`src/hw/prc_defs.svh`:
```
`ifndef PRC_DEFS_SVH
`define PRC_DEFS_SVH

// bus geometry
`define PRC_ADDR_W 24
`define PRC_DATA_W 8

// cpu register map
`define PRC_REG_MODE     24'h2080
`define PRC_REG_RATE     24'h2081
`define PRC_REG_MAP_LO   24'h2082
`define PRC_REG_MAP_MID  24'h2083
`define PRC_REG_MAP_HI   24'h2084
`define PRC_REG_SCROLL_Y 24'h2085
`define PRC_REG_SCROLL_X 24'h2086
`define PRC_REG_SPR_LO   24'h2087
`define PRC_REG_SPR_MID  24'h2088
`define PRC_REG_SPR_HI   24'h2089
`define PRC_REG_COUNTER  24'h208A

// memory and lcd ports
`define PRC_FB_BASE  24'h1000
`define PRC_MAP_BASE 24'h1360
`define PRC_LCD_CMD  24'h20FE
`define PRC_LCD_DATA 24'h20FF

`define PRC_LCD_COLS  96
`define PRC_LCD_PAGES 8

// frame timing
`define PRC_OSC_PERIOD   855
`define PRC_FRAME_TICKS  7'h42
`define PRC_ACTIVE_START 7'h18

`endif

```
`src/hw/prc_pkg.sv`:
```
`include "prc_defs.svh"

package prc_pkg;

    typedef enum logic [1:0]
    {
        CMD_IDLE      = 2'd0,
        CMD_IRQ_READ  = 2'd1,
        CMD_MEM_WRITE = 2'd2,
        CMD_MEM_READ  = 2'd3
    } prc_cmd_e;

    typedef enum logic [1:0]
    {
        STAGE_IDLE       = 2'd0,
        STAGE_MAP_DRAW   = 2'd1,
        STAGE_FRAME_COPY = 2'd2
    } prc_stage_e;

    // one bus operation as proposed by an engine
    typedef struct packed
    {
        prc_cmd_e                cmd;
        logic [`PRC_ADDR_W-1:0] addr;
        logic [`PRC_DATA_W-1:0] data;
    } prc_bus_op_t;

    typedef struct packed
    {
        logic        map_draw_en; // mode bit 1
        logic        copy_en;     // mode bit 3
        logic [1:0]  map_size;
        logic [2:0]  rate_sel;
        logic [20:0] map_base;
    } prc_cfg_t;

endpackage

```
`src/hw/prc_regs.sv`:
```
`include "prc_defs.svh"

module prc_regs
(
    input  logic                   clk,
    input  logic                   reset,
    input  logic                   bus_write,
    input  logic [`PRC_ADDR_W-1:0] bus_address_in,
    input  logic [`PRC_DATA_W-1:0] bus_data_in,
    input  logic [6:0]             counter,
    input  logic                   skip_clear,
    input  logic                   skip_inc,
    output logic [3:0]             skip,
    output logic [`PRC_DATA_W-1:0] reg_data,
    output prc_pkg::prc_cfg_t      cfg
);
    logic [5:0]  mode;
    logic [3:0]  rate_ctl;  // rate bits 3:0, skip holds bits 7:4
    logic [20:3] map_base;  // tile base is 8-byte aligned
    logic [6:0]  scroll_x;
    logic [6:0]  scroll_y;
    logic        rate_sel_change;

    assign rate_sel_change = bus_write && bus_address_in == `PRC_REG_RATE
                             && bus_data_in[3:1] != rate_ctl[3:1];

    always_ff @(posedge clk, posedge reset)
    begin
        if (reset)
        begin
            mode     <= '0;
            rate_ctl <= '0;
            skip     <= '0;
            map_base <= '0;
            scroll_x <= '0;
            scroll_y <= '0;
        end
        else
        begin
            if (bus_write)
            begin
                case (bus_address_in)
                    `PRC_REG_MODE:     mode <= bus_data_in[5:0];
                    `PRC_REG_RATE:     rate_ctl <= bus_data_in[3:0];
                    `PRC_REG_MAP_LO:   map_base[7:3] <= bus_data_in[7:3];
                    `PRC_REG_MAP_MID:  map_base[15:8] <= bus_data_in;
                    `PRC_REG_MAP_HI:   map_base[20:16] <= bus_data_in[4:0];
                    `PRC_REG_SCROLL_Y: scroll_y <= bus_data_in[6:0];
                    `PRC_REG_SCROLL_X: scroll_x <= bus_data_in[6:0];
                    default:
                    begin
                    end
                endcase
            end

            // a new divisor restarts the frame-skip count
            if (rate_sel_change || skip_clear)
                skip <= '0;
            else if (skip_inc)
                skip <= skip + 4'd1;
        end
    end

    always_comb
    begin
        case (bus_address_in)
            `PRC_REG_MODE:     reg_data = {2'd0, mode};
            `PRC_REG_RATE:     reg_data = {skip, rate_ctl};
            `PRC_REG_MAP_LO:   reg_data = {map_base[7:3], 3'd0};
            `PRC_REG_MAP_MID:  reg_data = map_base[15:8];
            `PRC_REG_MAP_HI:   reg_data = {3'd0, map_base[20:16]};
            `PRC_REG_SCROLL_Y: reg_data = {1'b0, scroll_y};
            `PRC_REG_SCROLL_X: reg_data = {1'b0, scroll_x};
            `PRC_REG_SPR_LO,
            `PRC_REG_SPR_MID,
            `PRC_REG_SPR_HI:   reg_data = '0; // no sprite engine behind these
            `PRC_REG_COUNTER:  reg_data = {1'b0, counter};
            default:           reg_data = '0;
        endcase
    end

    assign cfg.map_draw_en = mode[1];
    assign cfg.copy_en     = mode[3];
    assign cfg.map_size    = mode[5:4];
    assign cfg.rate_sel    = rate_ctl[3:1];
    assign cfg.map_base    = {map_base, 3'd0};

    // frame control may either clear or bump the skip count in a cycle, never both
    assert property (@(posedge clk) disable iff (reset) !(skip_clear && skip_inc));

endmodule

```
`src/hw/prc_frame_ctrl.sv`:
```
`include "prc_defs.svh"

module prc_frame_ctrl
(
    input  logic                clk,
    input  logic                reset,
    input  prc_pkg::prc_cfg_t   cfg,
    input  logic [3:0]          skip,
    input  logic                bus_ack,
    input  logic                map_done,
    input  logic                copy_done,
    output logic [6:0]          counter,
    output logic                skip_clear,
    output logic                skip_inc,
    output prc_pkg::prc_stage_e stage,
    output logic                map_start,
    output logic                copy_start,
    output logic                bus_request,
    output logic                irq_render_done,
    output logic                irq_copy_complete
);
    import prc_pkg::*;

    localparam int OSC_W = $clog2(`PRC_OSC_PERIOD + 1);

    logic [OSC_W-1:0] osc_cnt;
    logic [3:0]       rate_match;
    logic             frame_active; // set for the frame that renders
    logic             tick;
    logic             wrap;

    always_comb
    begin
        case (cfg.rate_sel)
            3'd0:    rate_match = 4'd2;  // /3
            3'd1:    rate_match = 4'd5;  // /6
            3'd2:    rate_match = 4'd8;  // /9
            3'd3:    rate_match = 4'd11; // /12
            3'd4:    rate_match = 4'd1;  // /2
            3'd5:    rate_match = 4'd3;  // /4
            3'd6:    rate_match = 4'd5;  // /6
            default: rate_match = 4'd7;  // /8
        endcase
    end

    assign tick       = osc_cnt == OSC_W'(`PRC_OSC_PERIOD - 1);
    assign wrap       = tick && counter == `PRC_FRAME_TICKS;
    assign skip_clear = wrap && frame_active;
    assign skip_inc   = wrap && !frame_active;

    always_ff @(posedge clk, posedge reset)
    begin
        if (reset)
        begin
            osc_cnt           <= '0;
            counter           <= 7'd1;
            frame_active      <= 1'b0;
            stage             <= STAGE_IDLE;
            bus_request       <= 1'b0;
            map_start         <= 1'b0;
            copy_start        <= 1'b0;
            irq_render_done   <= 1'b0;
            irq_copy_complete <= 1'b0;
        end
        else
        begin
            map_start         <= 1'b0;
            copy_start        <= 1'b0;
            irq_render_done   <= 1'b0;
            irq_copy_complete <= 1'b0;

            osc_cnt <= tick ? '0 : osc_cnt + 1'b1;
            if (tick)
                counter <= wrap ? 7'd1 : counter + 7'd1;

            // next frame renders once the skip count reaches the rate match
            if (wrap)
                frame_active <= !frame_active && (skip + 4'd1 == rate_match);

            if (map_done)
            begin
                stage      <= cfg.copy_en ? STAGE_FRAME_COPY : STAGE_IDLE;
                copy_start <= cfg.copy_en;
            end

            if (copy_done)
            begin
                stage             <= STAGE_IDLE;
                irq_copy_complete <= 1'b1;
            end

            if (tick && frame_active)
            begin
                if (counter == `PRC_ACTIVE_START && (cfg.map_draw_en || cfg.copy_en) && !bus_ack)
                begin
                    bus_request <= 1'b1;
                    stage       <= cfg.map_draw_en ? STAGE_MAP_DRAW : STAGE_FRAME_COPY;
                    map_start   <= cfg.map_draw_en;
                    copy_start  <= !cfg.map_draw_en;
                end

                if (wrap)
                begin
                    bus_request     <= 1'b0;
                    stage           <= STAGE_IDLE; // an unfinished stage is dropped here
                    irq_render_done <= 1'b1;
                end
            end
        end
    end

    // an engine only owns the bus inside the requested window
    assert property (@(posedge clk) disable iff (reset) stage != STAGE_IDLE |-> bus_request);

endmodule

```
`src/hw/prc_map_draw.sv`:
```
`include "prc_defs.svh"

module prc_map_draw
(
    input  logic                   clk,
    input  logic                   reset,
    input  logic                   start,
    input  logic                   step,
    input  logic [1:0]             map_size,
    input  logic [`PRC_DATA_W-1:0] bus_data_in,
    input  logic [20:0]            map_base,
    output prc_pkg::prc_bus_op_t   op,
    output logic                   done
);
    import prc_pkg::*;

    localparam int AW = `PRC_ADDR_W;

    typedef enum logic [1:0]
    {
        OP_TILE_INDEX,
        OP_TILE_DATA,
        OP_FB_WRITE
    } map_op_e;

    map_op_e        op_state;
    logic [6:0]     col;
    logic [2:0]     page;
    logic [4:0]     width;      // map width in tiles
    logic           last_col;
    logic [AW-1:0]  tile_addr;
    logic [AW-1:0]  data_addr;
    logic [AW-1:0]  fb_addr;

    always_comb
    begin
        case (map_size)
            2'd0:    width = 5'd12;
            2'd1:    width = 5'd16;
            default: width = 5'd24;
        endcase
    end

    assign tile_addr = `PRC_MAP_BASE + AW'(page) * AW'(width) + AW'(col[6:3]);
    // bus_data_in holds the tile index read by the previous operation
    assign data_addr = AW'(map_base) + AW'({bus_data_in, 3'd0}) + AW'(col[2:0]);
    assign fb_addr   = `PRC_FB_BASE + AW'(page) * AW'(`PRC_LCD_COLS) + AW'(col);
    assign last_col  = col == 7'(`PRC_LCD_COLS - 1);

    always_comb
    begin
        op.data = '0;
        case (op_state)
            OP_TILE_INDEX:
            begin
                op.cmd  = CMD_MEM_READ;
                op.addr = tile_addr;
            end
            OP_TILE_DATA:
            begin
                op.cmd  = CMD_MEM_READ;
                op.addr = data_addr;
            end
            default:
            begin
                op.cmd  = CMD_MEM_WRITE;
                op.addr = fb_addr;
                op.data = bus_data_in; // tile column byte
            end
        endcase
    end

    assign done = step && op_state == OP_FB_WRITE && last_col
                  && page == 3'(`PRC_LCD_PAGES - 1);

    always_ff @(posedge clk, posedge reset)
    begin
        if (reset)
        begin
            op_state <= OP_TILE_INDEX;
            col      <= '0;
            page     <= '0;
        end
        else if (start)
        begin
            op_state <= OP_TILE_INDEX;
            col      <= '0;
            page     <= '0;
        end
        else if (step)
        begin
            case (op_state)
                OP_TILE_INDEX: op_state <= OP_TILE_DATA;
                OP_TILE_DATA:  op_state <= OP_FB_WRITE;
                default:
                begin
                    op_state <= OP_TILE_INDEX;
                    col      <= last_col ? 7'd0 : col + 7'd1;
                    if (last_col)
                        page <= page + 3'd1; // wraps to 0 after the last page
                end
            endcase
        end
    end

endmodule

```
`src/hw/prc_frame_copy.sv`:
```
`include "prc_defs.svh"

module prc_frame_copy
(
    input  logic                   clk,
    input  logic                   reset,
    input  logic                   start,
    input  logic                   step,
    input  logic [`PRC_DATA_W-1:0] bus_data_in,
    output prc_pkg::prc_bus_op_t   op,
    output logic                   done
);
    import prc_pkg::*;

    localparam int AW = `PRC_ADDR_W;

    typedef enum logic [2:0]
    {
        COLUMN_SET1,
        COLUMN_SET2,
        PAGE_SET,
        MEM_READ,
        LCD_WRITE
    } copy_state_e;

    copy_state_e state;
    logic [6:0]  col;
    logic [3:0]  page;
    logic        last_col;
    logic        last_page;

    assign last_col  = col == 7'(`PRC_LCD_COLS - 1);
    assign last_page = page == 4'(`PRC_LCD_PAGES - 1);
    assign done      = step && state == LCD_WRITE && last_col && last_page;

    always_comb
    begin
        op.cmd  = CMD_MEM_WRITE;
        op.addr = `PRC_LCD_CMD;
        op.data = '0;
        case (state)
            COLUMN_SET1: op.data = 8'h10; // column address high nibble
            COLUMN_SET2: op.data = 8'h00; // column address low nibble
            PAGE_SET:    op.data = {5'b10110, page[2:0]};
            MEM_READ:
            begin
                op.cmd  = CMD_MEM_READ;
                op.addr = `PRC_FB_BASE + AW'(page[2:0]) * AW'(`PRC_LCD_COLS) + AW'(col);
            end
            default:
            begin
                op.addr = `PRC_LCD_DATA;
                op.data = bus_data_in;
            end
        endcase
    end

    always_ff @(posedge clk, posedge reset)
    begin
        if (reset)
        begin
            state <= COLUMN_SET1;
            col   <= '0;
            page  <= '0;
        end
        else if (start)
        begin
            state <= COLUMN_SET1;
            col   <= '0;
            page  <= '0;
        end
        else if (step)
        begin
            case (state)
                COLUMN_SET1: state <= COLUMN_SET2;
                COLUMN_SET2: state <= PAGE_SET;
                PAGE_SET:    state <= MEM_READ;
                MEM_READ:    state <= LCD_WRITE;
                default:
                begin
                    if (last_col)
                    begin
                        state <= COLUMN_SET1; // next page starts with its commands
                        col   <= '0;
                        page  <= last_page ? 4'd0 : page + 4'd1;
                    end
                    else
                    begin
                        state <= MEM_READ;
                        col   <= col + 7'd1;
                    end
                end
            endcase
        end
    end

    assert property (@(posedge clk) disable iff (reset) page < 4'(`PRC_LCD_PAGES));

endmodule

```
`src/hw/prc_bus_master.sv`:
```
`include "prc_defs.svh"

module prc_bus_master
(
    input  logic                   clk,
    input  logic                   reset,
    input  logic                   bus_ack,
    input  prc_pkg::prc_stage_e    stage,
    input  prc_pkg::prc_bus_op_t   map_op,
    input  prc_pkg::prc_bus_op_t   copy_op,
    input  logic [`PRC_DATA_W-1:0] reg_data,
    output logic                   map_step,
    output logic                   copy_step,
    output logic [`PRC_ADDR_W-1:0] bus_address_out,
    output prc_pkg::prc_cmd_e      bus_status,
    output logic [`PRC_DATA_W-1:0] bus_data_out,
    output logic                   read,
    output logic                   write
);
    import prc_pkg::*;

    logic                   phase;  // 0 launches an operation, 1 strobes it
    logic                   launch;
    logic [`PRC_DATA_W-1:0] data_q;
    prc_bus_op_t            op_sel;

    assign launch    = bus_ack && !phase;
    assign map_step  = launch && stage == STAGE_MAP_DRAW;
    assign copy_step = launch && stage == STAGE_FRAME_COPY;

    always_comb
    begin
        case (stage)
            STAGE_MAP_DRAW:   op_sel = map_op;
            STAGE_FRAME_COPY: op_sel = copy_op;
            default:
            begin
                op_sel.cmd  = CMD_IDLE; // keeps the bus quiet between stages
                op_sel.addr = '0;
                op_sel.data = '0;
            end
        endcase
    end

    always_ff @(posedge clk, posedge reset)
    begin
        if (reset)
        begin
            phase      <= 1'b0;
            bus_status <= CMD_IDLE;
            read       <= 1'b0;
            write      <= 1'b0;
        end
        else
        begin
            read  <= 1'b0;
            write <= 1'b0;
            if (bus_ack)
                phase <= !phase;
            if (launch)
                bus_status <= op_sel.cmd;
            if (bus_ack && phase)
            begin
                read  <= bus_status == CMD_MEM_READ;
                write <= bus_status == CMD_MEM_WRITE;
            end
        end
    end

    always_ff @(posedge clk)
    begin
        if (launch)
        begin
            bus_address_out <= op_sel.addr;
            data_q          <= op_sel.data;
        end
    end

    assign bus_data_out = bus_ack ? data_q : reg_data;

    assert property (@(posedge clk) disable iff (reset) !(read && write));

endmodule

```
`src/hw/prc.sv`:
```
`include "prc_defs.svh"

module prc
(
    input  logic                   clk,
    input  logic                   reset,
    input  logic                   bus_write,
    input  logic                   bus_read,
    input  logic [`PRC_ADDR_W-1:0] bus_address_in,
    input  logic [`PRC_DATA_W-1:0] bus_data_in,
    output logic [`PRC_DATA_W-1:0] bus_data_out,
    output logic [`PRC_ADDR_W-1:0] bus_address_out,
    output logic [1:0]             bus_status,
    output logic                   write,
    output logic                   read,
    output logic                   bus_request,
    input  logic                   bus_ack,
    output logic                   irq_copy_complete,
    output logic                   irq_render_done
);
    import prc_pkg::*;

    prc_cfg_t               cfg;
    prc_stage_e             stage;
    prc_bus_op_t            map_op;
    prc_bus_op_t            copy_op;
    logic [6:0]             counter;
    logic [3:0]             skip;
    logic                   skip_clear;
    logic                   skip_inc;
    logic [`PRC_DATA_W-1:0] reg_data;
    logic                   map_start;
    logic                   copy_start;
    logic                   map_step;
    logic                   copy_step;
    logic                   map_done;
    logic                   copy_done;

    prc_regs regs_i
    (
        .clk            (clk),
        .reset          (reset),
        .bus_write      (bus_write),
        .bus_address_in (bus_address_in),
        .bus_data_in    (bus_data_in),
        .counter        (counter),
        .skip_clear     (skip_clear),
        .skip_inc       (skip_inc),
        .skip           (skip),
        .reg_data       (reg_data),
        .cfg            (cfg)
    );

    prc_frame_ctrl frame_ctrl_i
    (
        .clk               (clk),
        .reset             (reset),
        .cfg               (cfg),
        .skip              (skip),
        .bus_ack           (bus_ack),
        .map_done          (map_done),
        .copy_done         (copy_done),
        .counter           (counter),
        .skip_clear        (skip_clear),
        .skip_inc          (skip_inc),
        .stage             (stage),
        .map_start         (map_start),
        .copy_start        (copy_start),
        .bus_request       (bus_request),
        .irq_render_done   (irq_render_done),
        .irq_copy_complete (irq_copy_complete)
    );

    prc_map_draw map_draw_i
    (
        .clk         (clk),
        .reset       (reset),
        .start       (map_start),
        .step        (map_step),
        .map_size    (cfg.map_size),
        .bus_data_in (bus_data_in),
        .map_base    (cfg.map_base),
        .op          (map_op),
        .done        (map_done)
    );

    prc_frame_copy frame_copy_i
    (
        .clk         (clk),
        .reset       (reset),
        .start       (copy_start),
        .step        (copy_step),
        .bus_data_in (bus_data_in),
        .op          (copy_op),
        .done        (copy_done)
    );

    prc_bus_master bus_master_i
    (
        .clk             (clk),
        .reset           (reset),
        .bus_ack         (bus_ack),
        .stage           (stage),
        .map_op          (map_op),
        .copy_op         (copy_op),
        .reg_data        (reg_data),
        .map_step        (map_step),
        .copy_step       (copy_step),
        .bus_address_out (bus_address_out),
        .bus_status      (bus_status),
        .bus_data_out    (bus_data_out),
        .read            (read),
        .write           (write)
    );

    // the cpu side never reads and writes a register in the same cycle
    assert property (@(posedge clk) disable iff (reset) !(bus_read && bus_write));

endmodule

```
`config.mk`:
```
export PLATFORM = sky130hd
export DESIGN_NAME = prc
export DESIGN_NICKNAME = d
export VERILOG_FILES = /design/src/hw/prc_pkg.sv /design/src/hw/prc_regs.sv /design/src/hw/prc_frame_ctrl.sv /design/src/hw/prc_map_draw.sv /design/src/hw/prc_frame_copy.sv /design/src/hw/prc_bus_master.sv /design/src/hw/prc.sv
export VERILOG_INCLUDE_DIRS = /design/src /design/src/hw
export SDC_FILE = /design/constraint.sdc
export NUM_CORES = 1
export LEC_CHECK = 0
export ABC_CLOCK_PERIOD_IN_PS = 4600
export BUFFER_PORTS_ARGS = -buffer_cell sky130_fd_sc_hd__buf_4
export CAP_MARGIN = 10
export CORE_MARGIN = 1
export CORE_UTILIZATION = 45
export DETAILED_ROUTE_END_ITERATION = 10
export PLACE_DENSITY = 0.68
export SETUP_SLACK_MARGIN = 0.1
export SYNTH_ARGS = -nofsm -noshare
export SYNTH_HDL_FRONTEND = slang
export SYNTH_SLANG_ARGS = --single-unit
export TNS_END_PERCENT = 50
```
`constraint.sdc`:
```
create_clock -name clk -period 4.6 [get_ports clk]
set_input_delay 0.92 -clock clk [delete_from_list [all_inputs] [get_ports clk]]
set_output_delay 0.92 -clock clk [all_outputs]
set_load 0.05 [all_outputs]
```
# After elaboration in Yosys (flattened, before gate mapping)
# Cells that the tools add are included.
[word_totals] input_bits=37 ff_bits=134 output_inout_bits=39 word_cells=192
[op_classes] n_eq_ne=36 mux=57 n_reduce_logical=52 addsub=15 mul=3
[ops] operator="$eq 24x14->1 const B" count=8
[ops] operator="$pmux 34 s2" count=1
[ops] operator="$pmux 8 s8" count=1
[ops] operator="$mux 7" count=9
[ops] operator="$pmux 25 s2" count=1
[ops] operator="$add 24x7->24" count=2
[ops] operator="$pmux 24 s2" count=1
[ops] operator="$add 13x10->14 const A" count=2
[ops] operator="$mux 4" count=7
[ops] operator="$add 24x3->24" count=1
[ops] operator="$add 24x4->24" count=1
[ops] operator="$pmux 4 s6" count=1
[ops] operator="$pmux 8 s3" count=1
[ops] operator="$add 21x11->22" count=1
[ops] operator="$add 7x1->7 const B" count=3
[ops] operator="$eq 7x7->1 const B" count=3
[ops] operator="$mux 2" count=10
[ops] operator="$reduce_and 2->1" count=10
[ops] operator="$logic_and 1x1->1" count=19
[ops] operator="$mux 3" count=6
[ops] operator="$mux 8" count=2
[ops] operator="$eq 3x3->1 const B" count=5
[ops] operator="$add 13x8->14 const A" count=1
[ops] operator="$mux 1" count=13
[ops] operator="other kinds (28)" count=54

# Depth between registers and ports, before layout
[depth] ltp_word=11 ltp_mapped=13 depth_no_buf=13

# Hierarchy
# From an unflattened synthesis, not the netlist that was laid out.
[unflattened] hier_cells=924 area_unflattened_um2=9068.7
[modules_own_cells] module="prc_regs" cells_each=217 n_inst=1 seq_area_each_um2=1151.1 area_each_um2=2576.2
[modules_own_cells] module="prc_map_draw" cells_each=284 n_inst=1 seq_area_each_um2=300.3 area_each_um2=2164.6
[modules_own_cells] module="prc_bus_master" cells_each=142 n_inst=1 seq_area_each_um2=1086.0 area_each_um2=1754.2
[modules_own_cells] module="prc_frame_ctrl" cells_each=133 n_inst=1 seq_area_each_um2=626.9 area_each_um2=1365.1
[modules_own_cells] module="prc_frame_copy" cells_each=148 n_inst=1 seq_area_each_um2=350.3 area_each_um2=1208.7

# Least setup slack after synthesis
# No wires, ideal clock.
[synth_path] path_kind="in2out" startpoint="input bus_address_in[18]" endpoint="output bus_data_out[7]" n_path_buf=0 t_required_ns=3.680 arrival_time_ns=3.639 setup_slack_ns=0.041 path_stages=4 path_cell_list="or4_4 -> nand2b_1 -> or2_2 -> o41ai_1"
[synth_via] elab_chain_len=3 elab_cells_between_ends=10 classes_between="8 x eq/ne; 2 x mux"
[synth_rtl] element="from (decl)" line_no="prc.sv:9" rtl="input logic [`PRC_ADDR_W-1:0] bus_address_in,"
[synth_rtl] element="$eq 24x14->1" line_no="prc_regs.sv:66" rtl="case (bus_address_in)"
[synth_rtl] element="$pmux 8 s8 *" line_no="prc_regs.sv:66"
[synth_rtl] element="$mux 8 *" line_no="prc_bus_master.sv:79" rtl="assign bus_data_out = bus_ack ? data_q : reg_data;"
[synth_rtl] element="to (decl)" line_no="prc.sv:11" rtl="output logic [`PRC_DATA_W-1:0] bus_data_out,"
# Every way passes the cells marked *; elsewhere a longest branch is shown, timed or not.

# Worst setup path after layout
[layout_path] startpoint="input bus_address_in[12]" endpoint="output bus_data_out[2]"
# The elaborated chain is that of the path after synthesis.

==> results.md <==
* Pin slew with the least headroom to its limit at 0.968 ns
* Syn Inst Count at 817
* CTS Buf Count at 17
* Worst-path cell chain: buf_4 > nor4b_2 > nand4_1 > nor3_1 > a22oi_1 > o21ai_0 > buf_4
* Total power draw at roughly 2.9 mW
* Clock slew at reported path FFs at ~0.06 ns
* Post-route insts no fill at around 1100
* Setup tns final at 0 ns
* Violation count after the first detailed-route iteration at 534
* FFs w/ async S/R, synth at 77.3%
* Critical path launch point type: primary input
* Final setup margin at 0.768 ns
* Initial antenna violation count at 0
* Final Hold Vio Count at 0
* Post CTS Setup Buffer Count at 0
* Post-route clock period utilization at 83.3%
* PD cells at 309 mW/mm^2
* Post-route DRC at 0
* Nets at approximately 960
* Post-cts sizing count at 0
* Total GRT Usage at 22.8%
* RSZ-0062 raised after global routing: no
* CP max FO at 5
* Critical path class: in2out
* CTS Root Cell: clkbuf_16
* Placed cell count at approximately 1100
* Vias at 6504
* Clock latency on the worst-skew pair at between 0.4 and 0.5 ns
* CP Data Arrival Time at 2.91 ns
* Total gr overflow at 0
* Synthesis-stage register bit count at between 100 and 150
* Area Growth Syn to Fin at 15.8%
* Post-route clock skew at 0.00731 ns
* DIE HEIGHT at 137 um
* Most frequent cells in the layout: dfrtp_1 (101), buf_4 (78), nand2_1 (73)
* Hold Startpoint: bus_master_i.bus_status[0]$_DFFE_PP0P_
* Post-synth cell types at 79
* Final max-slew violation count at 0
* DP Worst Slack at 0.765 ns
* Hold-fix buffers, CTS at 0
* Worst reg2reg path depth at 12
* VDD IR max at 0.287 mV
* Post-Route WL at 19.9 mm
* DPL Wire Length at 14.3 mm
* Data required, critical path at 3.68 ns
* Placed Area at 0.00890 mm^2
* Share of the synthesized area in the top cell type at 31.0%
* Commonest non-fill, non-tap cell in the layout: dfrtp_1
* Die area at 0.0187 mm^2
* Tmin final at 3.83 ns
* Antenna Nets Post-Route at 0
* Die X-Extent at between 100 and 150 um
* Util after Layout at 54.1%
* I/O pins at 76
* MaxCap Viol Count at 0
* Cell taking the most area after synthesis: dfrtp_1
* Yosys warns at 0
* GPL Wtd Cong at approximately 0.85
* Hold WS at ~0.50 ns
* Vias in the first global route at 6096
* FP Rows at 48
* Worst Hold Class: reg2reg
* Setup-failing EPs final at 0
* Critical R2R Launch: regs_i.mode[4]$_DFFE_PP0P_
* Port bufs at 72
* Maximum clock path buffer count at 2
* Post-synth EDFFs at 30
* Synth Cell Area at 0.00816 mm^2
* Vias per Instance at a little under 6
* CTS tree: built
* Top achievable clock speed at 261 MHz
* Design area at approximately 0.0094 mm^2
* Worst Hold Depth at 1
* DR WL/cell at 17.8 um
* Top post-synthesis cells by area: dfrtp_1 (31%), edfxtp_1 (11%), mux2_2 (6.6%)
* First-pass GRT wire length at 32.2 mm
* Status: finished clean
* Lkg Pwr at 4.13 nW
* Top_reg_cell synth: dfrtp_1
* Slowest stage delay, CP at about 0.54 ns
* Pin count of the biggest net entering global routing at 79
* Initial Util at a little under half
* Source of the critical timing path: bus_address_in[12]
* Cell mode on critical path: buf_4
* Max H-tree Level at 4
* First drt pass iteration count at 5
* Crit-path slowest cell: nor3_1
* Sequential cell area fraction in the yosys report at 42.3%
* CP endpoint kind: output port
* Core ar. at ~0.017 mm^2
* Syn Area/Cell at 9.99 um^2
* N_diodes at 0
* Layout cells sized above 1 at 20.1%
* Slew margin rel. at a little over a third
* Sink Count at 132
layout make-up:
cell class | count | area [um^2]
Clock inverter | 12 | 93.8
Inverter | 31 | 119
Timing Repair Buffer | 78 | 586
Multi-Input combinational cell | 616 | 4460
Sequential cell | 132 | 3450
Fill cell | 1542 | 8030
Clock buffer | 20 | 457
Tap cell | 225 | 282
worst paths after layout:
kind	slack [ns]	to
worst min register to register	0.50	bus_master_i.write$_DFF_PP0_
min in group asynchronous	0.73	frame_ctrl_i.irq_copy_complete$_DFF_PP0_
max in group asynchronous	2.95	regs_i.scroll_y[5]$_DFFE_PP0P_
worst min-delay path	0.50	bus_master_i.write$_DFF_PP0_
worst max-delay path	0.77	bus_data_out[2]
worst max register to register	1.08	bus_master_i.bus_address_out[9]$_DFFE_PP_
metal layers:
layer	vias up	global-route usage, %	part of all wire, %
li1	3101	-	-
met1	3171	32.6	47
met2	202	34.9	45
met3	30	3.93	5.7
met4	0	7.59	1.9
met5	-	0	0
kinds of logic after synthesis:
| group | after synthesis | share of synthesized area (%) |
|---|---|---|
| xor gates and xnor gates | 51 | 5.48 |
| AOI/OAI and AO/OA | 154 | 12.5 |
| adders and majority gates | 48 | 8.10 |
| other | 1 | 0.0460 |
| buffers and inverters | 70 | 3.33 |
| and+or+nand+nor | 296 | 19.3 |
| DFF | 132 | 42.3 |
| muxes | 65 | 8.86 |
report_power, final:
part / internal, mW / switching [mW] / leakage (nW)
Combinational: 0.0999 / 0.267 / 2.20
Clock: 0.725 / 0.544 / 0.265
Sequential: 1.26 / 0.0220 / 1.67
synth_stat cells (15+ instances only):
| master | count |
|---|---|
| ha_1 | 40 |
| nand3_1 | 30 |
| nand2_1 | 73 |
| nor2_1 | 64 |
| mux2_2 | 48 |
| dfrtp_1 | 101 |
| a21oi_1 | 40 |
| mux2i_1 | 16 |
| o21ai_0 | 37 |
| nor3_1 | 19 |
| clkbuf_1 | 29 |
| inv_1 | 31 |
| nand4_1 | 15 |
| xnor2_1 | 22 |
| xor2_1 | 29 |
| edfxtp_1 | 30 |
worst max-delay path, delay by kind of cell:
kind	cells	cell delay (ns)
buf+inv	2	0.35
simple gates	3	1.26
compound gates	2	0.38
state kept, by name, indices dropped and copies added (netlist names), 6 cells and up:
signal and flops:
bus_master_i.bus_address_out 22, bus_master_i.data_q 8, frame_copy_i.col 7, frame_ctrl_i.counter 7
frame_ctrl_i.osc_cnt 10, map_draw_i.col 7, regs_i.map_base 18, regs_i.mode 6
regs_i.scroll_x 7, regs_i.scroll_y 7
No activity file was read; power rests on OpenSTA's default activity.
